[src/rtl/socBusPkg.sv]
package socBusPkg;

  // address map with regions 2 and 3 unmapped.
  localparam int memoryRegion = 0;
  localparam int gpioRegion = 1;
  localparam int memoryWords = 1024;

  localparam logic [7:0] ramDmaCiId = 8'd20;
  localparam int dmaBufferWords = 32;
  localparam int dmaBurstWords = 8;

  localparam int busTimeoutCycles = 32;
  localparam int nrOfMasters = 2;
  localparam int resetHoldCycles = 16;

  typedef struct packed {
    logic [1:0]  region;
    logic [27:0] wordOffset;
    logic [1:0]  byteBits;
  } busAddress_t;

  // address phase or data phase view of the same word.
  typedef union packed {
    busAddress_t address;
    logic [31:0] data;
  } busWord_u;

  typedef struct packed {
    logic       beginTransaction;
    logic       endTransaction;
    logic       readNotWrite;
    logic       dataValid;
    logic       busError;
    logic [3:0] byteEnables;
    logic [7:0] burstSize;      // beats minus one.
    busWord_u   addressData;
  } busSignals_t;

  // ciDataA layout of the dma instruction.
  typedef struct packed {
    logic [23:0] unused;
    logic [1:0]  select;
    logic        writeEnable;
    logic [4:0]  bufferIndex;
  } ciCommand_t;

endpackage

[src/rtl/busArbiter.sv]
`timescale 1ns/1ps

module busArbiter (
  input  logic                              s_systemClock,
  input  logic                              s_reset,
  input  logic [socBusPkg::nrOfMasters-1:0] busRequests,
  output logic [socBusPkg::nrOfMasters-1:0] busGrants,
  input  socBusPkg::busSignals_t            sharedBus,
  output socBusPkg::busSignals_t            arbiterBus
);

  logic [socBusPkg::nrOfMasters-1:0]               priorityGrant;
  logic [$clog2(socBusPkg::busTimeoutCycles)-1:0] silentCycles;
  logic                                            transactionActive;
  logic                                            timeoutPulse;

  // highest index wins.
  always_comb begin
    priorityGrant = '0;
    for (int i = 0; i < socBusPkg::nrOfMasters; i++) begin
      if (busRequests[i]) begin
        priorityGrant = '0;
        priorityGrant[i] = 1'b1;
      end
    end
  end

  always_ff @(posedge s_systemClock or negedge s_reset) begin
    if (!s_reset) begin
      busGrants <= '0;
      transactionActive <= 1'b0;
    end else if (sharedBus.endTransaction) begin
      busGrants <= '0;
      transactionActive <= 1'b0;
    end else if (sharedBus.beginTransaction) begin
      transactionActive <= 1'b1;
    end else if (!transactionActive) begin
      if (busGrants == '0) busGrants <= priorityGrant;
      else if ((busGrants & busRequests) == '0) busGrants <= '0; // owner gave up.
    end
  end

  // watchdog on silent transactions.
  always_ff @(posedge s_systemClock or negedge s_reset) begin
    if (!s_reset) begin
      silentCycles <= '0;
      timeoutPulse <= 1'b0;
    end else begin
      timeoutPulse <= 1'b0;
      if (sharedBus.beginTransaction || sharedBus.dataValid || sharedBus.endTransaction) begin
        silentCycles <= '0;
      end else if (transactionActive) begin
        silentCycles <= silentCycles + 1'b1;
        if (silentCycles == $bits(silentCycles)'(socBusPkg::busTimeoutCycles - 1))
          timeoutPulse <= 1'b1;
      end
    end
  end

  always_comb begin
    arbiterBus = '0;
    arbiterBus.busError = timeoutPulse;
    arbiterBus.endTransaction = timeoutPulse;
  end

endmodule

[config.mk]
export PLATFORM = sky130hd
export DESIGN_NAME = busArbiter
export DESIGN_NICKNAME = d
export VERILOG_FILES = /design/src/rtl/socBusPkg.sv /design/src/rtl/busArbiter.sv
export SDC_FILE = /design/constraint.sdc
export NUM_CORES = 1
export LEC_CHECK = 0
export BUFFER_PORTS_ARGS = -buffer_cell sky130_fd_sc_hd__buf_2
export CORE_ASPECT_RATIO = 0.7
export CORE_MARGIN = 4
export CORE_UTILIZATION = 33
export DETAILED_ROUTE_END_ITERATION = 6
export PLACE_DENSITY_LB_ADDON = 0.08
export SYNTH_ARGS = -nofsm -noshare
export SYNTH_HDL_FRONTEND = slang
export SYNTH_SLANG_ARGS = --single-unit
[constraint.sdc]
create_clock -name s_systemClock -period 3 [get_ports s_systemClock]
set_input_delay 0.15 -clock s_systemClock [delete_from_list [all_inputs] [get_ports s_systemClock]]
set_output_delay 0.15 -clock s_systemClock [all_outputs]
set_load 0.1 [all_outputs]
==> impl_metrics.csv <==
group,metric,value,unit
clock_tree,cts.sinks,9,
place,gp_congestion,0.6823,
route,wl_per_cell,8.462,um
synth,synth_edf_count,0,
clock_tree,tritoncts,"done",
outcome,status,"complete, no violations",
synth,ys_ff_latch,9,
route,viasPerCell,3.235,
route,drt-initial-drc-count,5,
route,drc,0,
clock_tree,clockBufferDepth,2,
power,p_per_area,712.1,nW/um^2
clock_tree,worstSkewPairLatency,0.26,ns
die,rows,14,
critical_path,critPathArrivalTime,1.55,ns
sta,rsz0062_at_grt,"no",
sta,tns,0,ns
critical_path,cp_slowest_stage_delay,0.41,ns
sta,finClkSkew,0.004800,ns
clock_tree,h-tree-depth,1,
synth,synth_top_area_cell,"buf_4",
clock_tree,cts_root_buf,"clkbuf_4",
synth,synth_adder_area_share,3.106,%
synth,synthTopCellsByArea,"buf_4 46%, dfrtp_1 28%, nor2_2 4.7%",
layout,drive_gt1_share,19.00,%
synth,synthMuxAreaShare,2.484,%
die,die_y,49.34,um
die,ios,104,
layout,antenna_cells,0,
synth,synth-simple-area-share,11.02,%
synth,ys.flop_type,"dfrtp_1",
clock_tree,numCtsBuffers,3,
sta,final-setup-viol-count,0,
critical_path,cp.required,3.14,ns
layout,syn_to_final_growth,-10.56,%
grt,grt_max_degree,11,
job,drv_cap,0,
synth,synth_top_family_by_area,"buffers and inverters",
route,vias,427,
critical_path,crit_path_end_kind,"flip-flop",
sta,finalHoldViolations,0,
place,dp_hpwl,959.3,um
route,drtPass1Iterations,3,
route,routed_wl,1117,um
synth,synth_cell_types,20,
synth,synthCells,90,
place,portBuffers,10,
critical_path,cp_slowest_cell,"dfrtp_1",
sta,fin_crit,1.412,ns
worst_hold_path,min_path_type,"in -> reg",
power,ir_worst_vdd,0.2871,mV
synth,ys_warn_count,0,
synth,synth_compound_area_share,4.037,%
sta,clock.fmax,708.4,MHz
layout,multiInputGateArea,369.1,um^2
clock_tree,clk_pin_slew,0.06,ns
sta,fin_crit_sh,47.06,%
power,power.total,0.5132,mW
layout,seq_area,225.2,um^2
synth,synth_top_area_share,45.65,%
synth,syn_area,805.8,um^2
grt,grt_usage,6.856,%
die,core,2242,um^2
grt,grt_pass1_wl,1649,um
layout,nFillCells,241,
route,ant_nets,0,
place,dpl.cell_count,127,
synth,synth_commonest_cells,"49 x buf_4, 9 x dfrtp_1, 6 x nor2_2, 3 x nand2_1, 3 x nor2_1",
die,die-area,3309,um^2
synth,synth_most_common_cell,"buf_4",
critical_path,critPathMostFrequentCell,"ha_1",
power,p_leak,0.4068,nW
clock_tree,postCtsSetupRepairBufs,0,
sta,maxSlewViolCount,0,
grt,grt_remaining_overflow,0,
die,die_w,67.06,um
synth,synth.avg_cell_area,8.953,um^2
grt,grt_pass1_vias,350,
critical_path,critPathKind,"reg -> reg",
layout,instances_no_fill,132,
critical_path,crit_path_max_fanout,3,
critical_path,crit_chain,"ha_1 > and3_1 > ha_1 > mux2i_1 > nor2_2",
synth,synth_async_sr_flop_share,100.0,%
die,start_util,35.94,%
synth,synth_seq_area_share,27.95,%
layout,nNetsFinal,156,
synth,synth_xor_area_share,3.261,%
critical_path,cp-start-kind,"flip-flop",
grt,antenna_found_initial,0,
==> flip-flops by register name, indices dropped and copies added (netlist names) <==
| signal | flops |
|---|---|
| busGrants | 2 |
| silentCycles | 5 |
| timeoutPulse | 1 |
| transactionActive | 1 |
==> final cells by class <==
| class | instances | share of cell area, % |
|---|---|---|
| Timing Repair Buffer | 11 | 8.333 |
| Sequential cell | 9 | 31.25 |
| Clock buffer | 4 | 3.646 |
| Tap cell | 32 | 5.556 |
| Multi-Input combinational cell | 76 | 51.22 |
==> worst max-delay path: cells and delay by family, from the launching register on <==
kind | cells | cell delay, ns
multiplexers | 1 | 0.16
adder cells (fa/ha/maj) | 2 | 0.49
AND/OR/NAND/NOR | 2 | 0.24
flip-flops | 1 | 0.41
==> layout by cell type (no fill, tap or decap) <==
master,n
clkbuf_1,1
dfrtp_1,9
nor3_1,2
ha_1,2
o21ai_0,1
a2111oi_0,1
a21oi_1,2
nor2_1,3
and3_1,1
dlygate4sd3_1,1
nor2_2,6
xnor2_1,1
mux2i_1,2
conb_1,47
clkbuf_4,3
nand2_1,3
a211o_1,1
or3_1,1
xor2_1,2
buf_2,10
nand4_1,1
==> power by group <==
group / internal, mW / total, mW / switching, mW
Combinational: 0.0102 / 0.290 / 0.280
Sequential: 0.124 / 0.130 / 0.00526
Clock: 0.0513 / 0.0937 / 0.0424
Total: 0.186 / 0.513 / 0.327
==> worst paths after layout <==
path                                   end  slack, ns       startpoint  cells after the start
max                        silentCycles[4]       1.59  silentCycles[0]                      5
max reg2reg                silentCycles[4]       1.59  silentCycles[0]                      5
min in group asynchronous  silentCycles[3]       0.27          s_reset                      2
max in group asynchronous     timeoutPulse       2.54          s_reset                      2
min reg2reg                silentCycles[4]       0.53  silentCycles[4]                      2
min                           busGrants[1]       0.08    sharedBus[47]                      2
==> metal layers <==
layer / share of wire, % / vias up / GRT usage (%) / routed length [um]
met1: 38 / 189 / 7.832 / 422
li1: - / 209 / - / -
met4: 0 / 0 / 3.030 / 0
met2: 49 / 29 / 10.11 / 550
met5: 0 / - / 0 / 0
met3: 13 / 0 / 4.147 / 144
==> stage by stage <==
step                      setup WS (ns)  utilization [%]  hold slack [ns]  area [um^2]
after global placement            1.597            30.52          0.02117        684.4
after detailed placement          1.594            30.52          0.02062        684.4
final                             1.588            32.14          0.08451        720.7
after global routing              1.502            32.14          0.07155        720.7
after floorplan                   1.553                -          -0.1456        978.4
after CTS                         1.580            32.14          0.06974        720.7
==> cell families after synthesis <==
group | count (synthesis)
AOI/OAI and AO/OA | 5
xor gates and xnor gates | 3
adders and majority gates | 2
buffers and inverters | 51
DFF | 9
muxes | 2
other | 1
and+or+nand+nor | 17
==> repair_timing <==
| action | CTS | global route |
|---|---|---|
| endpoints found under the hold margin | 9 | 0 |
| resized for setup | 0 | 0 |
| hold buffers | 1 | 0 |
No activity file was read; power rests on OpenSTA's default activity.
