**src/rtl/socBusPkg.sv**
```systemverilog
package socBusPkg;

  // address map with regions 2 and 3 unmapped.
  localparam int memoryRegion = 0;
  localparam int gpioRegion = 1;
  localparam int memoryWords = 1024;

  localparam logic [7:0] ramDmaCiId = 8'd20;
  localparam int dmaBufferWords = 32;
  localparam int dmaBurstWords = 8;

  localparam int busTimeoutCycles = 32;
  localparam int nrOfMasters = 2;
  localparam int resetHoldCycles = 16;

  typedef struct packed {
    logic [1:0]  region;
    logic [27:0] wordOffset;
    logic [1:0]  byteBits;
  } busAddress_t;

  // address phase or data phase view of the same word.
  typedef union packed {
    busAddress_t address;
    logic [31:0] data;
  } busWord_u;

  typedef struct packed {
    logic       beginTransaction;
    logic       endTransaction;
    logic       readNotWrite;
    logic       dataValid;
    logic       busError;
    logic [3:0] byteEnables;
    logic [7:0] burstSize;      // beats minus one.
    busWord_u   addressData;
  } busSignals_t;

  // ciDataA layout of the dma instruction.
  typedef struct packed {
    logic [23:0] unused;
    logic [1:0]  select;
    logic        writeEnable;
    logic [4:0]  bufferIndex;
  } ciCommand_t;

endpackage

```
**src/rtl/gpioSlave.sv**
```systemverilog
`timescale 1ns/1ps

module gpioSlave (
  input  logic                   s_systemClock,
  input  logic                   s_reset,
  input  socBusPkg::busSignals_t sharedBus,
  output socBusPkg::busSignals_t gpioBus,
  input  logic [7:0]             dipSwitch,
  output logic [23:0]            sevenSegments
);

  logic [31:0] readData;
  logic [2:0]  byteEnables;
  logic        claimed;
  logic        readStage;
  logic        selectSegments;
  logic        writeActive;
  logic        beatValid;
  logic        endPulse;

  // single beats only.
  assign claimed = sharedBus.beginTransaction && (sharedBus.burstSize == 8'd0) &&
                   (sharedBus.addressData.address.region == 2'(socBusPkg::gpioRegion));

  always_ff @(posedge s_systemClock or negedge s_reset) begin
    if (!s_reset) begin
      readStage <= 1'b0;
      selectSegments <= 1'b0;
      writeActive <= 1'b0;
      beatValid <= 1'b0;
      endPulse <= 1'b0;
      byteEnables <= '0;
      sevenSegments <= '0;
    end else begin
      readStage <= claimed && sharedBus.readNotWrite &&
                   (sharedBus.addressData.address.wordOffset < 28'd2);
      beatValid <= readStage;
      endPulse <= beatValid;
      if (claimed) begin
        selectSegments <= (sharedBus.addressData.address.wordOffset == 28'd1);
        writeActive <= ~sharedBus.readNotWrite &&
                       (sharedBus.addressData.address.wordOffset == 28'd1);
        byteEnables <= sharedBus.byteEnables[2:0];
      end else if (sharedBus.endTransaction) begin
        writeActive <= 1'b0;
      end
      if (writeActive && sharedBus.dataValid) begin
        for (int b = 0; b < 3; b++) begin
          if (byteEnables[b]) sevenSegments[8*b +: 8] <= sharedBus.addressData.data[8*b +: 8];
        end
      end
    end
  end

  always_ff @(posedge s_systemClock) begin
    readData <= selectSegments ? {8'd0, sevenSegments} : {24'd0, dipSwitch};
  end

  always_comb begin
    gpioBus = '0;
    gpioBus.dataValid = beatValid;
    gpioBus.endTransaction = endPulse;
    if (beatValid) gpioBus.addressData.data = readData;
  end

endmodule

```
**config.mk**
```make
export PLATFORM = sky130hd
export DESIGN_NAME = gpioSlave
export DESIGN_NICKNAME = d
export VERILOG_FILES = /design/src/rtl/socBusPkg.sv /design/src/rtl/gpioSlave.sv
export SDC_FILE = /design/constraint.sdc
export NUM_CORES = 1
export LEC_CHECK = 0
export BUFFER_PORTS_ARGS = -buffer_cell sky130_fd_sc_hd__buf_2
export CORE_UTILIZATION = 43
export DETAILED_ROUTE_END_ITERATION = 8
export MAX_ROUTING_LAYER = met4
export PLACE_DENSITY_LB_ADDON = 0.3
export SLEW_MARGIN = 0
export SYNTH_ARGS = -nofsm -noshare
export SYNTH_HDL_FRONTEND = slang
export SYNTH_SLANG_ARGS = --single-unit
```
**constraint.sdc**
```tcl
create_clock -name s_systemClock -period 1.6 [get_ports s_systemClock]
set_input_delay 0.4 -clock s_systemClock [delete_from_list [all_inputs] [get_ports s_systemClock]]
set_output_delay 0.4 -clock s_systemClock [all_outputs]
set_load 0.02 [all_outputs]
```
==> summary.txt, run 1 <==
Status
  • Status: complete, but fails checks
  • Failing checks: negative setup slack

CTS
  • Num Clock Sinks: 56
  • Cts bufs inserted: 5
  • CTS clk-pin slew, worst paths: 100 ps
  • CTS root buffer: clkbuf_8
  • Max clock buf depth: 2
  • Htree depth: 2
  • CTS tree: done
  • Clk Latency, worst-skew pair: 300 ps

Global route
  • GRT busiest layer: met2
  • GRT overflow: 0
  • Number of global-route vias before repair: 1566
  • GR Layer Usage met2: 0.303
  • GRT met3 Usage: 0.0335
  • Met1 Resource Use GR: 0.218
  • Total global routing track utilization: 0.180
  • Initial antenna violation count: 0
  • Largest net degree at the start of global routing: 19
  • First-pass GRT wire length: around 7.2 mm

Detailed routing
  • Via-to-Cell Ratio: 4.51
  • Routed via count: around 1700
  • DR pass1 iterations: 4
  • 1st-iter DRT viols: 40
  • Routed WL: 4.91 mm
  • WL/cell: 13.4 µm
  • Antenna Nets Post-Route: 0
  • DRC viols: 0

Cells and area
  • Final Instance Area: 3180 µm²
  • Diodes inserted: 0
  • Fillers: 420
  • Multi-input gate area: between 900 and 1000 µm²
  • Finished Layout Cells: between 300 and 400
  • Nets: 355
  • FF+latch area: 1280 µm²
  • Fraction of layout cells with a size suffix above 1: 0.616
  • Area grow syn2layout: 39.0%

Worst setup path
  • Worst reg2reg setup slack: about 280 ps
  • Startpoint Class: register
  • Nature of the critical path endpoint: primary output
  • Max FO, Critical Path: 6
  • Worst-case reg-to-reg path depth: 2
  • Worst path cell trace: clkbuf_16, and2_4, buf_6
  • Critical path required time: 1200 ps
  • Slowest-stage cell, CP: dfrtp_4
  • Kind of critical path: reg2out
  • Worst path max stage delay: 530 ps
  • Arr. time, crit path: 1260 ps

Floorplanning
  • Initial cell density of the core: 0.449
  • Die Area: ~5600 µm²
  • Ports: 132
  • Core area: 5110 µm²
  • Die Y: 75.0 µm
  • Die Wd: 75.0 µm
  • # rows: 26

Yosys
  • Post-synthesis cell type count: 21
  • Post-synth top area share: 0.350
  • Syn. warnings: 0
  • Post-Syn Instances: 184
  • Yosys top cell by area: dfrtp_1
  • Top cells by area, synth: dfrtp_1 35%, dfxtp_1 21%, mux2_2 17%
  • Sequential area share after synthesis: 0.559
  • Mean post-synth cell area: 12.5 µm²
  • Seq cells post-synth: 56
  • Area of the mapped netlist: about 2300 µm²

Power and ir drop
  • Seq pwr share: 0.606
  • Switching power: 0.549 mW
  • Pint: ~1.8 mW
  • Max VDD drop: 0.465 mV
  • Cell leakage power: roughly 1.7 nW
  • Sw frac: 0.234
  • Comb power frac: 0.070
  • Clock Power Share: 0.324
  • Power Density: 736 nW/µm²

Place
  • Inst Count DP: 355
  • Post-DP Area: 2820 µm²
  • IO buf count: around 110
  • DP HPWL: between 3 and 4 mm
  • GPL Wtd Cong: 0.756

STA
  • Clock period minus final worst setup slack: between 1500 and 2000 ps
  • Highest clock rate: 601 MHz
  • Worst clock skew: 5.89 ps
  • PnR worst setup slack: -63.4 ps
  • Final setup violation count: 24
  • Final Max Slew Viols: 0
  • Tcrit/Tclk final: 1.04
  • RSZ-0062 raised after global routing: true
  • Hold Fails Final Rpt: 0

Job
  • Number of max-cap violations: 0

Hold path
  • Hold Path Class: in2async
==> metal layers <==
layer / part of all wire / wire length [µm]
met2: 0.50 / 2460
met5: 0 / 0
met1: 0.44 / 2140
met3: 0.053 / 262
met4: 0.0086 / 42
==> power groups by stage <==
stage,logic (mW),clock network (mW),registers [mW]
after floorplan,0.107,0,1.45
after global placement,0.163,0,1.45
after detailed placement,0.164,0,1.45
after CTS,0.165,0.786,1.42
after global routing,0.185,0.847,1.42
final,0.164,0.760,1.42
==> worst paths after layout <==
| check | startpoint | endpoint |
|---|---|---|
| worst max-delay path | beatValid$_DFF_PN0_ | gpioBus[13] |
| worst min-delay path | s_reset | sevenSegments[22]$_DFFE_PN0P_ |
| worst max register to register | writeActive$_DFFE_PN0P_ | sevenSegments[5]$_DFFE_PN0P_ |
| worst min register to register | readStage$_DFF_PN0_ | beatValid$_DFF_PN0_ |
| max in group asynchronous | s_reset | beatValid$_DFF_PN0_ |
| min in group s_systemClock | dipSwitch[2] | readData[2]$_DFF_P_ |
==> cell usage after synthesis, drive strengths merged <==
cell / n
inv: 1
and3b: 1
a32o: 1
nand3: 5
conb: 1
nor4: 7
and4: 1
buf: 26
a41o: 1
nor3: 2
and4bb: 1
and2: 40
dfxtp: 24
and3: 1
dfrtp: 32
nor2: 1
mux2: 35
clkbuf: 4
==> per-stage QoR <==
stage,setup TNS [ps],util,setup slack [ps],power [mW],hold slack [ps]
2_1_floorplan,0,-,272,1.56,104
3_3_place_gp,0,0.552,0.0874,1.61,331
3_5_place_dp,-11.4,0.552,-5.86,1.61,340
4_1_cts,-902,0.599,-59.4,2.37,2.03
5_1_grt,-2060,0.623,-103,2.45,14.4
6_report,-1030,0.623,-63.4,2.34,2.73
==> placed cells by master, fill, tap and decap left out, drive strengths merged <==
| cell type | n |
|---|---|
| and2 | 40 |
| a41o | 1 |
| mux2 | 35 |
| buf | 112 |
| clkinv | 1 |
| nor2 | 1 |
| and4 | 1 |
| nand3 | 5 |
| nor4 | 7 |
| and3b | 1 |
| inv | 1 |
| conb | 23 |
| and4bb | 1 |
| a32o | 1 |
| clkinvlp | 1 |
| clkbuf | 7 |
| and3 | 1 |
| dfxtp | 24 |
| nor3 | 2 |
| dfrtp | 32 |
==> state kept, by name, summed over array words and instances (netlist names) <==
name / count
readData: 24
sevenSegments: 24
byteEnables: 3
beatValid: 1
endPulse: 1
readStage: 1
selectSegments: 1
writeActive: 1
==> worst max-delay path, delay by kind of cell (launching register included) <==
kind / cells / cell delay (ps)
flops: 1 / 530
simple gates: 1 / 130
buf+inv: 2 / 290
==> kinds of logic after synthesis <==
family | Yosys count | synth area share
muxes | 35 | 0.172
other | 1 | 0.00164
DFF | 56 | 0.559
buffers and inverters | 31 | 0.0923
and+or+nand+nor | 59 | 0.166
AOI/OAI and AO/OA | 2 | 0.00874
==> cell type report <==
type                       instances  area share
tap                               70      0.0275
timing repair buffer             113       0.244
clock buffer                       6      0.0228
sequential                        56       0.404
clock inverter                     2     0.00511
multi-input combinational        119       0.295
inverter                           1     0.00118
==> timing repair <==
item                                    in CTS  in global routing
hold endpoints to repair                     0                  0
resized for setup                           44                 34
buffers inserted                             3                  0
hold buffers                                 0                  0
endpoints found under the setup margin      25                 24
pin swaps                                    0                  1
gates cloned                                 0                  1
No activity file was read; power rests on OpenSTA's default activity.
==> run 2: changes to the inputs <==
--- a/config.mk
+++ b/config.mk
@@ -6,7 +6,9 @@
 export NUM_CORES = 1
 export LEC_CHECK = 0
 export BUFFER_PORTS_ARGS = -buffer_cell sky130_fd_sc_hd__buf_2
-export CORE_UTILIZATION = 43
+export CELL_PAD_IN_SITES_DETAIL_PLACEMENT = 0
+export CELL_PAD_IN_SITES_GLOBAL_PLACEMENT = 1
+export CORE_UTILIZATION = 32
 export DETAILED_ROUTE_END_ITERATION = 8
 export MAX_ROUTING_LAYER = met4
 export PLACE_DENSITY_LB_ADDON = 0.3
==> summary.txt, run 2 (synthesis gave the netlist of run 1 again) <==
Worst setup path
  • Max FO, Critical Path: 19
  • Slowest-stage cell, CP: dfrtp_2
  • Worst path max stage delay: 440 ps
  • Startpoint Class: register
  • Kind of critical path: reg2out
  • Critical path required time: 1200 ps
  • Nature of the critical path endpoint: primary output
  • Arr. time, crit path: between 1000 and 1500 ps
  • Worst reg2reg setup slack: 290 ps
  • Worst path cell trace: buf_12, and2_1, buf_2

Cells and area
  • Fraction of layout cells with a size suffix above 1: 0.534
  • Final Instance Area: 3000 µm²
  • Util after Layout: 0.437
  • Area grow syn2layout: 31.0%
  • Diodes inserted: 0
  • Most frequent cells in the layout: 103 x buf_2, 40 x and2_1, 35 x mux2_2
  • Fillers: 672
  • Nets: approximately 350
  • Top flop regs: readData (24), sevenSegments (24), byteEnables (3)
  • Commonest non-fill, non-tap cell in the layout: buf_2

Place
  • IO buf count: roughly 110
  • GPL Wtd Cong: 0.687
  • DP HPWL: 3.61 mm
  • Post-place setup slack: 39.9 ps
  • Post-DP Area: 2870 µm²

STA
  • RSZ-0062 raised after global routing: true
  • Worst clock skew: 7.60 ps
  • Hold Fails Final Rpt: 0
  • Setup TNS Final: 0 ps
  • Slew @ Worst Pin: 559 ps
  • PnR worst setup slack: 9.33 ps
  • Highest clock rate: roughly 630 MHz
  • Final setup violation count: 0
  • Clock period minus final worst setup slack: 1590 ps
  • Tcrit/Tclk final: 0.994
  • Slew headroom: 0.627
  • Final Max Slew Viols: 0

Detailed routing
  • Antenna Nets Post-Route: 0
  • DR pass1 iterations: 5
  • WL/cell: 12.0 µm
  • DRC viols: 0
  • Routed WL: 4.69 mm
  • 1st-iter DRT viols: 28
  • Via-to-Cell Ratio: 4.12
  • Routed via count: 1615

Power and ir drop
  • Cell leakage power: about 1.7 nW
  • Max VDD drop: 0.372 mV
  • Power Density: 827 nW/µm²

Floorplanning
  • # rows: 30
  • Die Wd: 86.6 µm
  • Ports: approximately 130
  • Die Y: 86.6 µm
  • Die Area: around 7500 µm²
  • Core area: around 6900 µm²
  • Initial cell density of the core: 0.334

CTS
  • Htree depth: 2
  • Post-CTS Hold Buffers: 0
  • Max clock buf depth: 2
  • Cts bufs inserted: 5
  • CTS tree: done
  • CTS root buffer: clkbuf_8
  • Clk Latency, worst-skew pair: approximately 300 ps
  • Num Clock Sinks: 56
  • CTS clk-pin slew, worst paths: approximately 100 ps

Job
  • Number of max-cap violations: 0

Global route
  • Total global routing track utilization: 0.133
  • Number of global-route vias before repair: 1485
  • GRT overflow: 0
  • Initial antenna violation count: 0
  • First-pass GRT wire length: 7.31 mm
  • Largest net degree at the start of global routing: 25

Hold path
  • Hold Path Class: in2async

Status
  • Status: completed
[run 2: changes by cell type in the layout (fill, tap and decap cells not counted), moves of 3 or more]
cell,change
buf_4,+3
buf_6,-23
and2_4,-24
buf_2,+21
and2_1,+24
[run 2: area by class of cell]
class | count | area [µm²] | share of cell area
Inverter | 1 | 3.75 | 0.00125
Tap cell | 96 | 120 | 0.0400
Sequential cell | 56 | 1280 | 0.427
Clock buffer | 6 | 72.6 | 0.0242
Timing Repair Buffer | 112 | 607 | 0.202
Multi-Input combinational cell | 119 | 881 | 0.293
Clock inverter | 2 | 35.0 | 0.0117
[run 2: final timing paths]
| path | start | endpoint | cells past startpoint |
|---|---|---|---|
| worst max-delay path | beatValid$_DFF_PN0_ | gpioBus[11] | 3 |
| worst min-delay path | s_reset | sevenSegments[6]$_DFFE_PN0P_ | 1 |
| worst max register to register | writeActive$_DFFE_PN0P_ | sevenSegments[11]$_DFFE_PN0P_ | 2 |
| worst min register to register | readStage$_DFF_PN0_ | beatValid$_DFF_PN0_ | 0 |
| max in group asynchronous | s_reset | sevenSegments[9]$_DFFE_PN0P_ | 2 |
| min in group s_systemClock | dipSwitch[1] | readData[1]$_DFF_P_ | 2 |
[run 2: worst max-delay path, delay by kind of cell, from the launching register on]
kind	cells	cell delay [ps]
flops	1	440
buf+inv	2	300
simple gates	1	150
[run 2: through the flow]
step,hold WS [ps],power (mW),std cells
after floorplan,104,1.56,206
after global placement,339,1.61,383
after detailed placement,340,1.61,383
after CTS,89.1,2.52,392
after global routing,108,2.59,392
final,80.2,2.48,392
[run 2: power breakdown]
| group | total, mW | switching, mW | internal, mW |
|---|---|---|---|
| combinational | 0.161 | 0.0967 | 0.0641 |
| sequential | 1.42 | 0.00217 | 1.42 |
| clock | 0.904 | 0.439 | 0.465 |
| total | 2.48 | 0.538 | 1.95 |
[run 2: timing repair]
item / 4_1_cts / 5_1_grt
setup endpoints to repair: 18 / 24
buffers inserted: 1 / 0
resized for setup: 1 / 6
[run 2: routing by layer]
metal  track usage  routed length (µm)
met1         0.168                2040
met2         0.210                2290
met3        0.0324                 296
met4        0.0455                  70
met5             -                   0
==> run 3: changes to the inputs <==
--- a/config.mk
+++ b/config.mk
@@ -8,7 +8,7 @@
 export BUFFER_PORTS_ARGS = -buffer_cell sky130_fd_sc_hd__buf_2
 export CELL_PAD_IN_SITES_DETAIL_PLACEMENT = 0
 export CELL_PAD_IN_SITES_GLOBAL_PLACEMENT = 1
-export CORE_UTILIZATION = 32
+export CORE_UTILIZATION = 35
 export DETAILED_ROUTE_END_ITERATION = 8
 export MAX_ROUTING_LAYER = met4
 export PLACE_DENSITY_LB_ADDON = 0.3
==> constraint.sdc (replaced) <==
create_clock -name s_systemClock -period 1.9 [get_ports s_systemClock]
set_input_delay 0.475 -clock s_systemClock [delete_from_list [all_inputs] [get_ports s_systemClock]]
set_output_delay 0.475 -clock s_systemClock [all_outputs]
set_load 0.02 [all_outputs]
==> summary.txt, run 3 (synthesis gave the netlist of run 1 again) <==
Worst setup path
  • Worst flop-to-flop path endpoint: sevenSegments[9]$_DFFE_PN0P_
  • Kind of critical path: reg2out
  • R2R Path Start: writeActive$_DFFE_PN0P_
  • Nature of the critical path endpoint: primary output
  • Worst reg2reg setup slack: roughly 600 ps
  • Critical path required time: ~1400 ps
  • Worst-case reg-to-reg path depth: 2
  • Max FO, Critical Path: 26
  • Arr. time, crit path: 1260 ps
  • Startpoint Class: register

Power and ir drop
  • Max VDD drop: 0.328 mV
  • Power Density: around 720 nW/µm²
  • Cell leakage power: 1.64 nW

Place
  • DP HPWL: ~3.4 mm
  • IO buf count: 106
  • GPL Wtd Cong: between 0.7 and 0.8
  • Post-DP Area: 2820 µm²

Detailed routing
  • 1st-iter DRT viols: 28
  • Routed via count: around 1600
  • DR pass1 iterations: 4
  • DRC viols: 0
  • Via-to-Cell Ratio: 4.37
  • Routed WL: 4.67 mm
  • WL/cell: 12.7 µm
  • Antenna Nets Post-Route: 0

CTS
  • Number of buffers added for setup after CTS: 0
  • Post_cts resized: 1
  • Htree depth: 2
  • Max clock buf depth: 2
  • CTS clk-pin slew, worst paths: 100 ps
  • CTS tree: done
  • Cts bufs inserted: 5
  • Num Clock Sinks: 56
  • CTS root buffer: clkbuf_8
  • Clk Latency, worst-skew pair: 300 ps
  • Post-CTS Hold Buffers: 0

Cells and area
  • Area grow syn2layout: 27.9%
  • Fillers: 651
  • Most frequent cells in the layout: 106 x buf_2, 40 x and2_1, 35 x mux2_2
  • Nets: 350
  • Fraction of layout cells with a size suffix above 1: 0.527
  • Final Instance Area: 2930 µm²
  • Util after Layout: 0.461
  • Commonest non-fill, non-tap cell in the layout: buf_2
  • Diodes inserted: 0
  • Top flop regs: readData (24), sevenSegments (24), byteEnables (3)

Floorplanning
  • Initial cell density of the core: 0.361
  • Core area: 6350 µm²
  • Die Wd: 82.9 µm
  • # rows: 29
  • Die Area: 6870 µm²
  • Ports: 132
  • Die Y: 82.9 µm

STA
  • RSZ-0062 raised after global routing: false
  • Slew @ Worst Pin: 533 ps
  • Tcrit/Tclk final: 0.914
  • Highest clock rate: between 500 and 600 MHz
  • Worst clock skew: 2.91 ps
  • Hold Fails Final Rpt: 0
  • Clock period minus final worst setup slack: 1740 ps
  • Final Max Slew Viols: 0
  • Final setup violation count: 0
  • Slew headroom: 0.645
  • Setup TNS Final: 0 ps

Global route
  • Number of global-route vias before repair: roughly 1500
  • GR Layer Usage met2: 0.246
  • Met1 Resource Use GR: 0.172
  • Largest net degree at the start of global routing: 33
  • Total global routing track utilization: 0.146
  • GRT overflow: 0
  • GRT busiest layer: met2
  • First-pass GRT wire length: 7.53 mm
  • Initial antenna violation count: 0
  • GRT met3 Usage: 0.0408

Status
  • Status: completed

Hold path
  • Hold Path Class: in2async

Job
  • Number of max-cap violations: 0
## run 3: how the worst max path moves through the flow
stage	start	end	slack, ps	cells after the start
6_report	beatValid$_DFF_PN0_	gpioBus[2]	160	2
3_3_place_gp	beatValid$_DFF_PN0_	gpioBus[9]	230	2
5_1_grt	beatValid$_DFF_PN0_	gpioBus[7]	30	2
4_1_cts	beatValid$_DFF_PN0_	gpioBus[9]	90	2
3_5_place_dp	beatValid$_DFF_PN0_	gpioBus[9]	180	2
2_1_floorplan	sharedBus[33]	writeActive$_DFFE_PN0P_	500	4
## run 3: area by class of cell
type | count | area (µm²) | area share
clock buffer | 6 | 72.6 | 0.0248
timing repair buffer | 108 | 558 | 0.191
clock inverter | 2 | 35.0 | 0.0120
sequential | 56 | 1280 | 0.438
multi-input combinational | 119 | 881 | 0.301
inverter | 1 | 3.75 | 0.00128
tap | 77 | 96.3 | 0.0329
## run 3: where the power goes
| part | internal [mW] | switching [mW] | leakage, nW |
|---|---|---|---|
| Clock | 0.392 | 0.381 | 0.0552 |
| Sequential | 1.19 | 0.00202 | 0.642 |
| Combinational | 0.0557 | 0.0815 | 0.944 |
| Total | 1.64 | 0.464 | 1.64 |
## run 3: critical path: stages, from the launching register on
cell and delay (ps):
dfrtp_2 610, and2_1 180, buf_2 160
## run 3: through the flow
stage	cells	power, mW	hold slack [ps]	setup slack (ps)
after floorplan	206	1.31	179	497
after global placement	361	1.36	332	230
after detailed placement	361	1.36	336	180
after CTS	369	2.13	106	88.6
after global routing	369	2.19	113	26.6
final	369	2.11	102	164
## run 3: routing by layer
| layer | routed length (µm) | part of all wire |
|---|---|---|
| met1 | 2010 | 0.43 |
| met2 | 2300 | 0.49 |
| met3 | 302 | 0.065 |
| met4 | 51 | 0.011 |
| met5 | 0 | 0 |
